===== src/logic/aes_mix_pkg.sv =====
// AES round mixing package
package aes_mix_pkg;

  // GF(2^8) element
  typedef logic [7:0] aes_byte_t;
  // One column, byte r at bits 8r+7:8r
  typedef logic [31:0] aes_col_t;
  // Full state, column c at bits 32c+31:32c
  typedef logic [127:0] aes_state_t;

  typedef enum logic {
    CIPH_FWD = 1'b0,
    CIPH_INV = 1'b1
  } ciph_op_e;

  // Byte offsets of the 32-bit registers
  localparam logic [7:0] CTRL_OFFSET   = 8'h00;
  localparam logic [7:0] STATUS_OFFSET = 8'h04;
  localparam logic [7:0] STATE_BASE    = 8'h10;
  localparam logic [7:0] KEY_BASE      = 8'h20;
  localparam logic [7:0] RESULT_BASE   = 8'h30;

  // Multiply by x modulo x^8 + x^4 + x^3 + x + 1
  function automatic aes_byte_t aes_mul2(aes_byte_t in);
    aes_byte_t out;
    out = {in[6:0], 1'b0};
    // Reduce when the top bit shifts out
    if (in[7]) begin
      out = out ^ 8'h1b;
    end
    return out;
  endfunction

  // Multiply by x^2, two doublings in a row
  function automatic aes_byte_t aes_mul4(aes_byte_t in);
    return aes_mul2(aes_mul2(in));
  endfunction

endpackage


===== src/logic/aes_cfg_if.sv =====
// Datapath configuration interface
`timescale 1ns/1ps
interface aes_cfg_if;
  import aes_mix_pkg::*;

  // Register block outputs
  aes_state_t state;
  aes_state_t key;
  ciph_op_e   op;
  logic       key_inv;
  logic       start;

  // Datapath results
  aes_state_t mixed;
  aes_state_t prepped_key;
  aes_state_t result;
  logic       done;

  modport regs (output state, key, op, key_inv, start, input result, done);
  modport mix (input state, op, output mixed);
  modport key_prep (input key, op, key_inv, output prepped_key);
  modport combine (input start, mixed, prepped_key, output result, done);

endinterface


===== src/logic/aes_mix_single_column.sv =====
// Single column MixColumns and InvMixColumns
`timescale 1ns/1ps
module aes_mix_single_column (
  input  aes_mix_pkg::ciph_op_e op_i,
  input  aes_mix_pkg::aes_col_t data_i,
  output aes_mix_pkg::aes_col_t data_o
);
  import aes_mix_pkg::*;

  aes_byte_t [3:0] a;
  aes_byte_t [3:0] x;
  aes_byte_t [3:0] x_dbl;
  aes_byte_t [1:0] y;
  aes_byte_t       y2;
  aes_byte_t [1:0] z;
  aes_byte_t [1:0] z_sel;
  aes_byte_t [3:0] o;

  assign a = data_i;

  // Neighbour pair sums
  assign x[0] = a[0] ^ a[3];
  assign x[1] = a[3] ^ a[2];
  assign x[2] = a[2] ^ a[1];
  assign x[3] = a[1] ^ a[0];

  for (genvar i = 0; i < 4; i++) begin : gen_x_dbl
    assign x_dbl[i] = aes_mul2(x[i]);
  end

  // Cross pairs times 4
  assign y[0] = aes_mul4(a[3] ^ a[1]);
  assign y[1] = aes_mul4(a[2] ^ a[0]);

  // Sum of all four bytes times 8
  assign y2 = aes_mul2(y[0] ^ y[1]);

  // Inverse correction, 12a0^8a1^12a2^8a3 style terms
  assign z[0] = y2 ^ y[0];
  assign z[1] = y2 ^ y[1];

  // No correction in forward direction
  assign z_sel[0] = (op_i == CIPH_INV) ? z[0] : 8'h00;
  assign z_sel[1] = (op_i == CIPH_INV) ? z[1] : 8'h00;

  // Forward terms plus correction
  assign o[0] = a[1] ^ x_dbl[3] ^ x[1] ^ z_sel[1];
  assign o[1] = a[0] ^ x_dbl[2] ^ x[1] ^ z_sel[0];
  assign o[2] = a[3] ^ x_dbl[1] ^ x[3] ^ z_sel[1];
  assign o[3] = a[2] ^ x_dbl[0] ^ x[3] ^ z_sel[0];

  assign data_o = o;

endmodule


===== src/logic/aes_state_mix.sv =====
// State row shift and column mix
`timescale 1ns/1ps
module aes_state_mix (
  aes_cfg_if.mix cfg
);
  import aes_mix_pkg::*;

  aes_state_t mix_in;
  aes_state_t mix_out;
  aes_state_t mixed;

  // Forward row r rotated left by r columns before mixing
  always_comb begin
    for (int c = 0; c < 4; c++) begin
      for (int r = 0; r < 4; r++) begin
        if (cfg.op == CIPH_FWD) begin
          mix_in[32*c+8*r +: 8] = cfg.state[32*((c+r)%4)+8*r +: 8];
        end else begin
          mix_in[32*c+8*r +: 8] = cfg.state[32*c+8*r +: 8];
        end
      end
    end
  end

  for (genvar c = 0; c < 4; c++) begin : gen_col
    aes_mix_single_column col_mix_inst (
      .op_i   (cfg.op),
      .data_i (mix_in[32*c +: 32]),
      .data_o (mix_out[32*c +: 32])
    );
  end

  // Inverse row r rotated right by r columns after mixing
  always_comb begin
    for (int c = 0; c < 4; c++) begin
      for (int r = 0; r < 4; r++) begin
        if (cfg.op == CIPH_FWD) begin
          mixed[32*c+8*r +: 8] = mix_out[32*c+8*r +: 8];
        end else begin
          mixed[32*c+8*r +: 8] = mix_out[32*((c+4-r)%4)+8*r +: 8];
        end
      end
    end
  end

  assign cfg.mixed = mixed;

  // Each matrix row sums to one so a repeated byte passes through
  always_comb begin
    if (cfg.state == {16{cfg.state[7:0]}}) begin
      assert final (cfg.mixed == cfg.state);
    end
  end

endmodule


===== src/logic/aes_round_key_prep.sv =====
// Round key preparation
`timescale 1ns/1ps
module aes_round_key_prep (
  aes_cfg_if.key_prep cfg
);
  import aes_mix_pkg::*;

  aes_state_t inv_key;
  logic       use_inv;

  // Equivalent inverse cipher needs InvMixColumns on the key
  for (genvar c = 0; c < 4; c++) begin : gen_col
    aes_mix_single_column key_mix_inst (
      .op_i   (CIPH_INV),
      .data_i (cfg.key[32*c +: 32]),
      .data_o (inv_key[32*c +: 32])
    );
  end

  assign use_inv = (cfg.op == CIPH_INV) && cfg.key_inv;

  // Raw key unless both flags set
  assign cfg.prepped_key = use_inv ? inv_key : cfg.key;

  // InvMixColumns leaves a repeated byte unchanged
  always_comb begin
    if (cfg.key == {16{cfg.key[7:0]}}) begin
      assert final (cfg.prepped_key == cfg.key);
    end
  end

endmodule


===== src/logic/aes_round_combine.sv =====
// Round key addition register
`timescale 1ns/1ps
module aes_round_combine (
  input logic        clk_i,
  input logic        rst_n_i,
  aes_cfg_if.combine cfg
);
  import aes_mix_pkg::*;

  aes_state_t result_q;
  logic       done_q;

  // Capture one cycle after the start write
  always_ff @(posedge clk_i) begin
    if (!rst_n_i) begin
      result_q <= '0;
      done_q   <= 1'b0;
    end else if (cfg.start) begin
      result_q <= cfg.mixed ^ cfg.prepped_key;
      // Sticky until reset
      done_q   <= 1'b1;
    end
  end

  assign cfg.result = result_q;
  assign cfg.done   = done_q;

  // Done only clears through reset
  assert property (@(posedge clk_i) $past(rst_n_i) && $past(done_q) |-> done_q);

endmodule


===== src/logic/aes_apb_regs.sv =====
// APB register block
`timescale 1ns/1ps
module aes_apb_regs #(
  parameter int ADDR_W = 8
) (
  input  logic              clk_i,
  input  logic              rst_n_i,
  input  logic              psel_i,
  input  logic              penable_i,
  input  logic              pwrite_i,
  input  logic [ADDR_W-1:0] paddr_i,
  input  logic [31:0]       pwdata_i,
  output logic [31:0]       prdata_o,
  output logic              pready_o,
  output logic              pslverr_o,
  aes_cfg_if.regs           cfg
);
  import aes_mix_pkg::*;

  logic              access;
  logic              wr_en;
  logic [ADDR_W-1:0] page_addr;
  logic [1:0]        word_sel;
  logic              aligned;
  logic              is_ctrl;
  logic              is_status;
  logic              is_state;
  logic              is_key;
  logic              is_result;
  logic              mapped;
  logic              bad_write;
  logic [31:0]       rdata;

  aes_state_t state_q;
  aes_state_t key_q;
  ciph_op_e   op_q;
  logic       key_inv_q;
  logic       start_q;

  // Zero wait states so only the access phase counts
  assign access = psel_i && penable_i;
  assign wr_en  = access && pwrite_i;

  // Word decode inside each 16-byte block
  assign word_sel  = paddr_i[3:2];
  assign aligned   = (paddr_i[1:0] == 2'b00);
  assign page_addr = {paddr_i[ADDR_W-1:4], 4'h0};

  assign is_ctrl   = (paddr_i == ADDR_W'(CTRL_OFFSET));
  assign is_status = (paddr_i == ADDR_W'(STATUS_OFFSET));
  assign is_state  = aligned && (page_addr == ADDR_W'(STATE_BASE));
  assign is_key    = aligned && (page_addr == ADDR_W'(KEY_BASE));
  assign is_result = aligned && (page_addr == ADDR_W'(RESULT_BASE));
  assign mapped    = is_ctrl || is_status || is_state || is_key || is_result;

  // Status and result are read only
  assign bad_write = pwrite_i && (is_status || is_result);

  // Control bits and start pulse
  always_ff @(posedge clk_i) begin
    if (!rst_n_i) begin
      op_q      <= CIPH_FWD;
      key_inv_q <= 1'b0;
      start_q   <= 1'b0;
    end else begin
      start_q <= 1'b0;
      if (wr_en && is_ctrl) begin
        start_q   <= pwdata_i[0];
        op_q      <= pwdata_i[1] ? CIPH_INV : CIPH_FWD;
        key_inv_q <= pwdata_i[2];
      end
    end
  end

  // State and key words
  always_ff @(posedge clk_i) begin
    if (wr_en && is_state) begin
      state_q[32*word_sel +: 32] <= pwdata_i;
    end
    if (wr_en && is_key) begin
      key_q[32*word_sel +: 32] <= pwdata_i;
    end
  end

  // Read mux with the start bit reading as zero
  always_comb begin
    rdata = 32'h0;
    if (is_ctrl) begin
      rdata = {29'h0, key_inv_q, op_q, 1'b0};
    end else if (is_status) begin
      rdata = {31'h0, cfg.done};
    end else if (is_state) begin
      rdata = state_q[32*word_sel +: 32];
    end else if (is_key) begin
      rdata = key_q[32*word_sel +: 32];
    end else if (is_result) begin
      rdata = cfg.result[32*word_sel +: 32];
    end
  end

  assign prdata_o  = (access && !pwrite_i) ? rdata : 32'h0;
  assign pready_o  = 1'b1;
  assign pslverr_o = access && (!mapped || bad_write);

  assign cfg.state   = state_q;
  assign cfg.key     = key_q;
  assign cfg.op      = op_q;
  assign cfg.key_inv = key_inv_q;
  assign cfg.start   = start_q;

  // APB spacing keeps start to a single cycle
  assert property (@(posedge clk_i) disable iff (!rst_n_i) start_q |=> !start_q);
  // A rejected write touches no operand and starts nothing
  assert property (@(posedge clk_i) disable iff (!rst_n_i)
    pslverr_o && pwrite_i |=> $stable(state_q) && $stable(key_q) && !start_q);

endmodule


===== src/logic/aes_mix_apb.sv =====
// AES round mixing peripheral
`timescale 1ns/1ps
module aes_mix_apb #(
  parameter int ADDR_W = 8
) (
  input  logic              pclk_i,
  input  logic              rst_n_i,
  input  logic              psel_i,
  input  logic              penable_i,
  input  logic              pwrite_i,
  input  logic [ADDR_W-1:0] paddr_i,
  input  logic [31:0]       pwdata_i,
  output logic [31:0]       prdata_o,
  output logic              pready_o,
  output logic              pslverr_o
);

  // Shared config and result bus
  aes_cfg_if cfg_if ();

  // APB slave and start pulse
  aes_apb_regs #(
    .ADDR_W (ADDR_W)
  ) aes_apb_regs_inst (
    .clk_i     (pclk_i),
    .rst_n_i   (rst_n_i),
    .psel_i    (psel_i),
    .penable_i (penable_i),
    .pwrite_i  (pwrite_i),
    .paddr_i   (paddr_i),
    .pwdata_i  (pwdata_i),
    .prdata_o  (prdata_o),
    .pready_o  (pready_o),
    .pslverr_o (pslverr_o),
    .cfg       (cfg_if.regs)
  );

  // Combinational state path
  aes_state_mix aes_state_mix_inst (
    .cfg (cfg_if.mix)
  );

  // Combinational key path
  aes_round_key_prep aes_round_key_prep_inst (
    .cfg (cfg_if.key_prep)
  );

  // Registered sum and done flag
  aes_round_combine aes_round_combine_inst (
    .clk_i   (pclk_i),
    .rst_n_i (rst_n_i),
    .cfg     (cfg_if.combine)
  );

endmodule


===== config.mk =====
export PLATFORM = sky130hd
export DESIGN_NAME = aes_mix_apb
export DESIGN_NICKNAME = d
export VERILOG_FILES = /design/src/logic/aes_mix_pkg.sv /design/src/logic/aes_cfg_if.sv /design/src/logic/aes_mix_single_column.sv /design/src/logic/aes_state_mix.sv /design/src/logic/aes_round_key_prep.sv /design/src/logic/aes_round_combine.sv /design/src/logic/aes_apb_regs.sv /design/src/logic/aes_mix_apb.sv
export SDC_FILE = /design/constraint.sdc
export NUM_CORES = 2
export LEC_CHECK = 0
export BUFFER_PORTS_ARGS = -buffer_cell sky130_fd_sc_hd__buf_2
export CAP_MARGIN = 20
export CORE_UTILIZATION = 55
export CTS_BUF_LIST = sky130_fd_sc_hd__clkbuf_4 sky130_fd_sc_hd__clkbuf_8
export DETAILED_ROUTE_END_ITERATION = 8
export PLACE_DENSITY = 0.77
export SYNTH_ARGS = -nofsm -noshare
export SYNTH_HDL_FRONTEND = slang
export SYNTH_SLANG_ARGS = --single-unit

===== constraint.sdc =====
create_clock -name pclk_i -period 4.16 [get_ports pclk_i]
set_clock_uncertainty 0.1 [all_clocks]
set_input_delay 0.416 -clock pclk_i [delete_from_list [all_inputs] [get_ports pclk_i]]
set_output_delay 0.416 -clock pclk_i [all_outputs]
set_load 0.05 [all_outputs]

## Yosys cells after proc, flatten, opt, wreduce, memory -nomap -nowiden

Cells that the tools add are included.

| operators by class | value |
|---|---|
| shifts and indexed selects | 5 |
| multiplexer cells | 114 |
| reductions and logical operators | 23 |
| eq/ne operators | 4 |
| $mul | 0 |
| divide/modulo/power cells | 0 |
| bitwise gates (word level) | 241 |
| $lt $le $gt $ge | 0 |
| add/subtract/negate cells | 1 |

Operator list:

| cell | number |
|---|---|
| XOR 8 bit | 168 |
| variable part select 128 x 8 -> 32 bit | 3 |
| two-way mux 5 bit | 72 |
| NOT 4 bit | 72 |
| bitwise mux 128 bit | 2 |
| two-way mux 8 bit | 32 |
| two-way mux 32 bit | 6 |
| two-way mux 128 bit | 1 |
| variable shift 32 x 34 -> 128 bit, first input constant | 1 |
| variable part select 32 x 34 -> 128 bit | 1 |
| XOR 128 bit | 1 |
| negation 7 -> 34 bit | 1 |
| logical AND 1 bit | 12 |
| equality test 4 x 2 -> 1 bit, second input constant | 2 |
| equality test 8 x 3 -> 1 bit, second input constant | 1 |
| zero test 8 bit | 1 |
| logical OR 1 bit | 6 |
| equality test 4 x 1 -> 1 bit, second input constant | 1 |
| zero test 1 bit | 2 |
| zero test 2 bit | 1 |
| AND reduction 2 bit | 1 |
| two-way mux 1 bit | 1 |

| word-level totals | value |
|---|---|
| memory bits (writable) | 0 |
| bits in latches | 0 |
| flip-flop bits (word level) | 388 |
| ROM bits | 0 |
| memories kept | 0 |
| input port bits | 45 |
| output and inout port bits | 34 |
| logic and storage cells | 395 |

## Depth between registers and ports, before layout

| depth | value |
|---|---|
| depth in word-level cells | 14 |
| gate-level depth with buffers | 15 |
| mapped depth without buffers | 9 |

## Cells and area by module

Synthesis repeated with hierarchy kept, for this count alone.

| unflattened totals | value |
|---|---|
| cell total of the unflattened synthesis | 3216 |
| area total of the unflattened synthesis | 35884.4 µm² |

By module, submodules not included:

| module | cells an instance | seq. area each (µm²) | area each (µm²) | instances |
|---|---|---|---|---|
| aes_mix_single_column | 202 | 0.0 | 1765.4 | 8 |
| aes_apb_regs | 687 | 7747.4 | 12009.0 | 1 |
| aes_round_combine | 556 | 2582.5 | 5203.7 | 1 |
| aes_state_mix | 213 | 0.0 | 2392.3 | 1 |
| aes_round_key_prep | 144 | 0.0 | 2155.8 | 1 |

## Worst setup path after synthesis

OpenSTA, ideal clock, no wires.

| path | value |
|---|---|
| path kind | input -> output |
| start | input paddr_i[2] |
| end | output prdata_o[21] |
| data arrival time | 3571 ps |
| cell stages on the path | 10 |
| required time | 3644 ps |
| path buffers | 5 |
| path slack | 73 ps |
| cell sequence | clkbuf_1 clkbuf_1 buf_1 inv_1 ha_1 o21ai_0 nand2_1 clkbuf_1 buf_1 nor2_1 |

| on the way | value |
|---|---|
| word-level cells in the longest chain between the ends | 7 |
| elaborated cells between the ends (all ways) | 11 |
| those cells by class | eq/ne (1); shift (3); mux (6); reduce/logical (1) |

Ends and longest elaborated chain:

| item | line | RTL |
|---|---|---|
| start, declared | aes_mix_apb.sv:11 | `input logic [ADDR_W-1:0] paddr_i,` |
| variable part select 128 x 8 -> 32 bit | aes_apb_regs.sv:97 | `rdata = cfg.result[32*word_sel +: 32];` |
| two-way mux 32 bit | aes_apb_regs.sv:96 | `end else if (is_result) begin` |
| two-way mux 32 bit | aes_apb_regs.sv:94 | `end else if (is_key) begin` |
| two-way mux 32 bit | aes_apb_regs.sv:92 | `end else if (is_state) begin` |
| two-way mux 32 bit | aes_apb_regs.sv:90 | `end else if (is_status) begin` |
| two-way mux 32 bit * | aes_apb_regs.sv:88 | `if (is_ctrl) begin` |
| two-way mux 32 bit * | aes_apb_regs.sv:101 | `assign prdata_o = (access && !pwrite_i) ? rdata : 32'h0;` |
| end, declared | aes_mix_apb.sv:13 | `output logic [31:0] prdata_o,` |

Every way passes the cells marked *; elsewhere a longest branch is shown, timed or not.

## Worst setup path in the final report

| path | value |
|---|---|
| start | register aes_apb_regs_inst.key_q[120], in the netlist aes_apb_regs_inst.cfg.key[120] |
| end | output prdata_o[24] |

| on the way | value |
|---|---|
| word-level cells in the longest chain between the ends | 6 |

Ends and longest elaborated chain:

| item | line | RTL |
|---|---|---|
| start, declared | aes_apb_regs.sv:35 | `aes_state_t key_q;` |
| start signal, assigned by index | aes_apb_regs.sv:81 | `key_q[32*word_sel +: 32] <= pwdata_i;` |
| variable part select 128 x 8 -> 32 bit | aes_apb_regs.sv:95 | `rdata = key_q[32*word_sel +: 32];` |
| two-way mux 32 bit | aes_apb_regs.sv:94 |  |
| two-way mux 32 bit | aes_apb_regs.sv:92 |  |
| two-way mux 32 bit | aes_apb_regs.sv:90 |  |
| two-way mux 32 bit | aes_apb_regs.sv:88 |  |
| two-way mux 32 bit | aes_apb_regs.sv:101 |  |

Every way passes these cells.

==> results_dict.tcl <==
set metrics [dict create \
    outcome "finished clean" \
    crit_buf_inv 1 \
    clockPowerShare 0.465 \
    coreArea_um2 67800 \
    hold_class "primary input to flip-flop" \
    ys.flop_type "edfxtp_1" \
    numCtsBuffers 73 \
    dr.pass1.iters 6 \
    final_common_cell "xnor2_1" \
    root_buffer "clkbuf_8" \
    fp.dieW_um 265 \
    tns_ns 0 \
    drv_slew 0 \
    start_util 0.560 \
    cts_buffer_depth 3 \
    holdWs_ns 0.0319 \
    rsz0062_at_grt "no" \
    critical_path.max_stage_delay_ns 0.67 \
    synth_fp_nets 3922 \
    grt_usage 0.476 \
    drtIter0Drc 4936 \
    gr-total-overflow 0 \
    internal_power_w 0.00639 \
    critPathLaunchType "flip-flop" \
    viasPerCell 6.28 \
    gp_congestion 1.09 \
    drv_cap 0 \
    syn_to_final_growth_pct 9.21 \
    ys.warnings.count 0 \
    cts_htree_levels 3 \
    clk_latency_ns 0.74 \
    syn_avg_cell_area_um2 9.80 \
    finalWirelength_mm 169 \
    critPathMaxFanout 6 \
    finalSetupViolCount 0 \
    cts_tree "built" \
    synth_edf_count 256 \
    required_ns 3.64 \
    pre_cts_slack_ns 0.536 \
    syn_area_um2 37900 \
    pin_count 79 \
    hpwlAfterDp_mm 135 \
    crit_family "multiplexers" \
    cp_common_cell "nor2_1" \
    fin_crit_ns 3.86 \
    path_cells "mux4_2, mux2i_1, nor2_1, a21oi_1, nor2_1, buf_2" \
    ant_nets 0 \
    synthCells 3872 \
    num_rows 95 \
    p_sw_frac 0.265 \
    busiest_layer "met1" \
    drcViolationCount 0 \
    synth-seq-area-share 0.272 \
    nets 3955 \
    ys_types 68 \
    tightest_slew_ns 1.11 \
    setup_ws_ns 0.297 \
    fmax_mhz 259 \
    grt.met1_usage 0.669 \
    vias 30400 \
    crit_slowest_cell "edfxtp_1" \
    grt_max_degree 156 \
    finish.instance_area_um2 41400 \
    utilization 0.611 \
    post_cts_buffers 0 \
    met3_usage 0.220 \
    arrival_ns 3.35 \
    leakagePower_nw 14.3 \
    first_global_vias 27800 \
    grt_pass1_wl_mm 227 \
    powerDensity_nw_per_um2 210 \
    final-hold-violation-count 0 \
    async_reset_ff_frac 0 \
    ys_seq_elements 388 \
    placed_area_um2 39700 \
    antenna_found_initial 15 \
    clk_pin_slew_ns 0.06 \
    numPortBuffers 77 \
    use_met2 0.632 \
    layout-drive-gt1-share 0.158 \
    drt-wirelength-per-cell_um 34.9 \
    final_cell_mix "xnor2_1 (1177), xor2_1 (427), nor2_1 (267)" \
    relSlewSlack 0.254 \
    endpoint_kind "output pin" \
    sequentialPowerShare 0.471 \
    die-area_um2 70000 \
    combPwrFrac 0.064 \
    ir_drop_mv 0.402 \
    switchingPower_w 0.00231 \
    cts.sinks 388 \
    die_h_um 265 \
    post-route-period-util 0.929 \
    path_class "flip-flop to output pin" \
]
[metal layers]
layer,wire (um),part of all wire,vias to the layer above
met3,28600,0.17,327
met2,65800,0.39,2417
met5,30,0.00018,-
met4,6210,0.037,4
li1,-,-,12800
met1,68100,0.40,14900
[worst register-to-register path, stage by stage, from the launching register on]
cell and delay [ns]:
dfxtp_4 0.43, buf_12 0.35, buf_4 0.47, buf_4 0.28, mux2i_1 0.12, xnor2_1 0.44, xnor2_1 0.22, xnor2_1 0.34
xor2_1 0.14, a21oi_1 0.51, xnor2_1 0.19, a21oi_1 0.09
[registers in the layout, summed over array words and instances, names as in the netlist]
| register | count |
|---|---|
| aes_apb_regs_inst.cfg.start | 1 |
| aes_apb_regs_inst.cfg.state | 128 |
| aes_apb_regs_inst.cfg.key | 128 |
| aes_apb_regs_inst.cfg.key_inv | 1 |
| aes_round_combine_inst.cfg.done | 1 |
| aes_apb_regs_inst.cfg.op | 1 |
| aes_round_combine_inst.cfg.result | 128 |
[synthesized netlist by cell type (3+ instances only)]
| cell type | count | area (um2) |
|---|---|---|
| and3_1 | 6 | 37.5 |
| mux2i_2 | 16 | 220 |
| nor3b_1 | 4 | 30.0 |
| xor3_1 | 7 | 166 |
| buf_1 | 74 | 278 |
| o21ai_0 | 155 | 776 |
| nand2_1 | 203 | 762 |
| mux4_2 | 96 | 2160 |
| inv_1 | 4 | 15.0 |
| xnor2_1 | 1177 | 10300 |
| buf_12 | 3 | 60.1 |
| clkbuf_2 | 3 | 15.0 |
| nor2_1 | 268 | 1010 |
| o21ai_1 | 43 | 215 |
| xnor3_2 | 4 | 95.1 |
| mux2i_1 | 186 | 1860 |
| ha_1 | 5 | 62.6 |
| xnor2_2 | 36 | 586 |
| edfxtp_1 | 256 | 7690 |
| clkbuf_1 | 219 | 822 |
| buf_2 | 48 | 240 |
| nor2b_1 | 8 | 50.1 |
| xor2_1 | 427 | 3740 |
| and2_1 | 135 | 845 |
| buf_6 | 14 | 158 |
| xnor3_1 | 41 | 923 |
| xnor2_4 | 4 | 110 |
| a21oi_2 | 10 | 87.6 |
| a21oi_4 | 3 | 48.8 |
| a21oi_1 | 190 | 951 |
| dfxtp_1 | 132 | 2640 |
| buf_4 | 6 | 45.0 |
| nor3_1 | 7 | 35.0 |
| a211oi_1 | 25 | 188 |
| a31oi_1 | 3 | 18.8 |
| mux2i_4 | 14 | 315 |
[power groups by stage]
stage          clock (W)  sequential [W]  combinational [W]
4_1_cts          0.00403         0.00410           0.000527
3_5_place_dp           0         0.00418           0.000506
3_3_place_gp           0         0.00418           0.000501
6_report         0.00405         0.00410           0.000558
2_1_floorplan          0         0.00417           0.000277
5_1_grt          0.00418         0.00409           0.000560
[final cells by class]
cell class | instances | area, um2
Antenna cell | 7 | 17.5
Fill cell | 5822 | 26300
Clock inverter | 35 | 279
Tap cell | 873 | 1090
Sequential cell | 388 | 10300
Timing Repair Buffer | 325 | 2450
Clock buffer | 96 | 1210
Inverter | 6 | 30.0
Multi-Input combinational cell | 3111 | 26000
[logic make-up (layout without fill, tap and decap cells)]
family	after synthesis	in the layout	synth area share
simple gates	642	642	0.0749
buf+inv	373	462	0.0433
flops	388	388	0.272
fa+ha+maj	5	5	0.00165
compound gates	449	449	0.0647
xor+xnor	1700	1700	0.422
other cells	1	8	0.0000989
mux	314	314	0.121
[stage by stage]
stage / cells / power (W)
detailed placement: 4677 / 0.00468
CTS: 4833 / 0.00865
global route: 4835 / 0.00883
global placement: 4676 / 0.00468
finish: 4841 / 0.00870
floorplan: 3872 / 0.00445
[path summary, 6_finish.rpt]
kind                                                from  slack (ns)  cells past startpoint                                     end
setup / recovery          aes_apb_regs_inst.cfg.key[120]        0.30                      6                            prdata_o[24]
hold reg to reg   aes_round_combine_inst.cfg.result[115]        0.35                      2  aes_round_combine_inst.cfg.result[115]
hold / removal                               pwdata_i[5]        0.03                      2         aes_apb_regs_inst.cfg.state[69]
setup reg to reg                aes_apb_regs_inst.cfg.op        0.31                     11   aes_round_combine_inst.cfg.result[51]
[timing repair]
action / 4_1_cts / 5_1_grt
endpoints found under the hold margin: 127 / 0
gates resized for setup: 0 / 0
hold buffers: 25 / 0
Power figures use the tool's default switching activity.
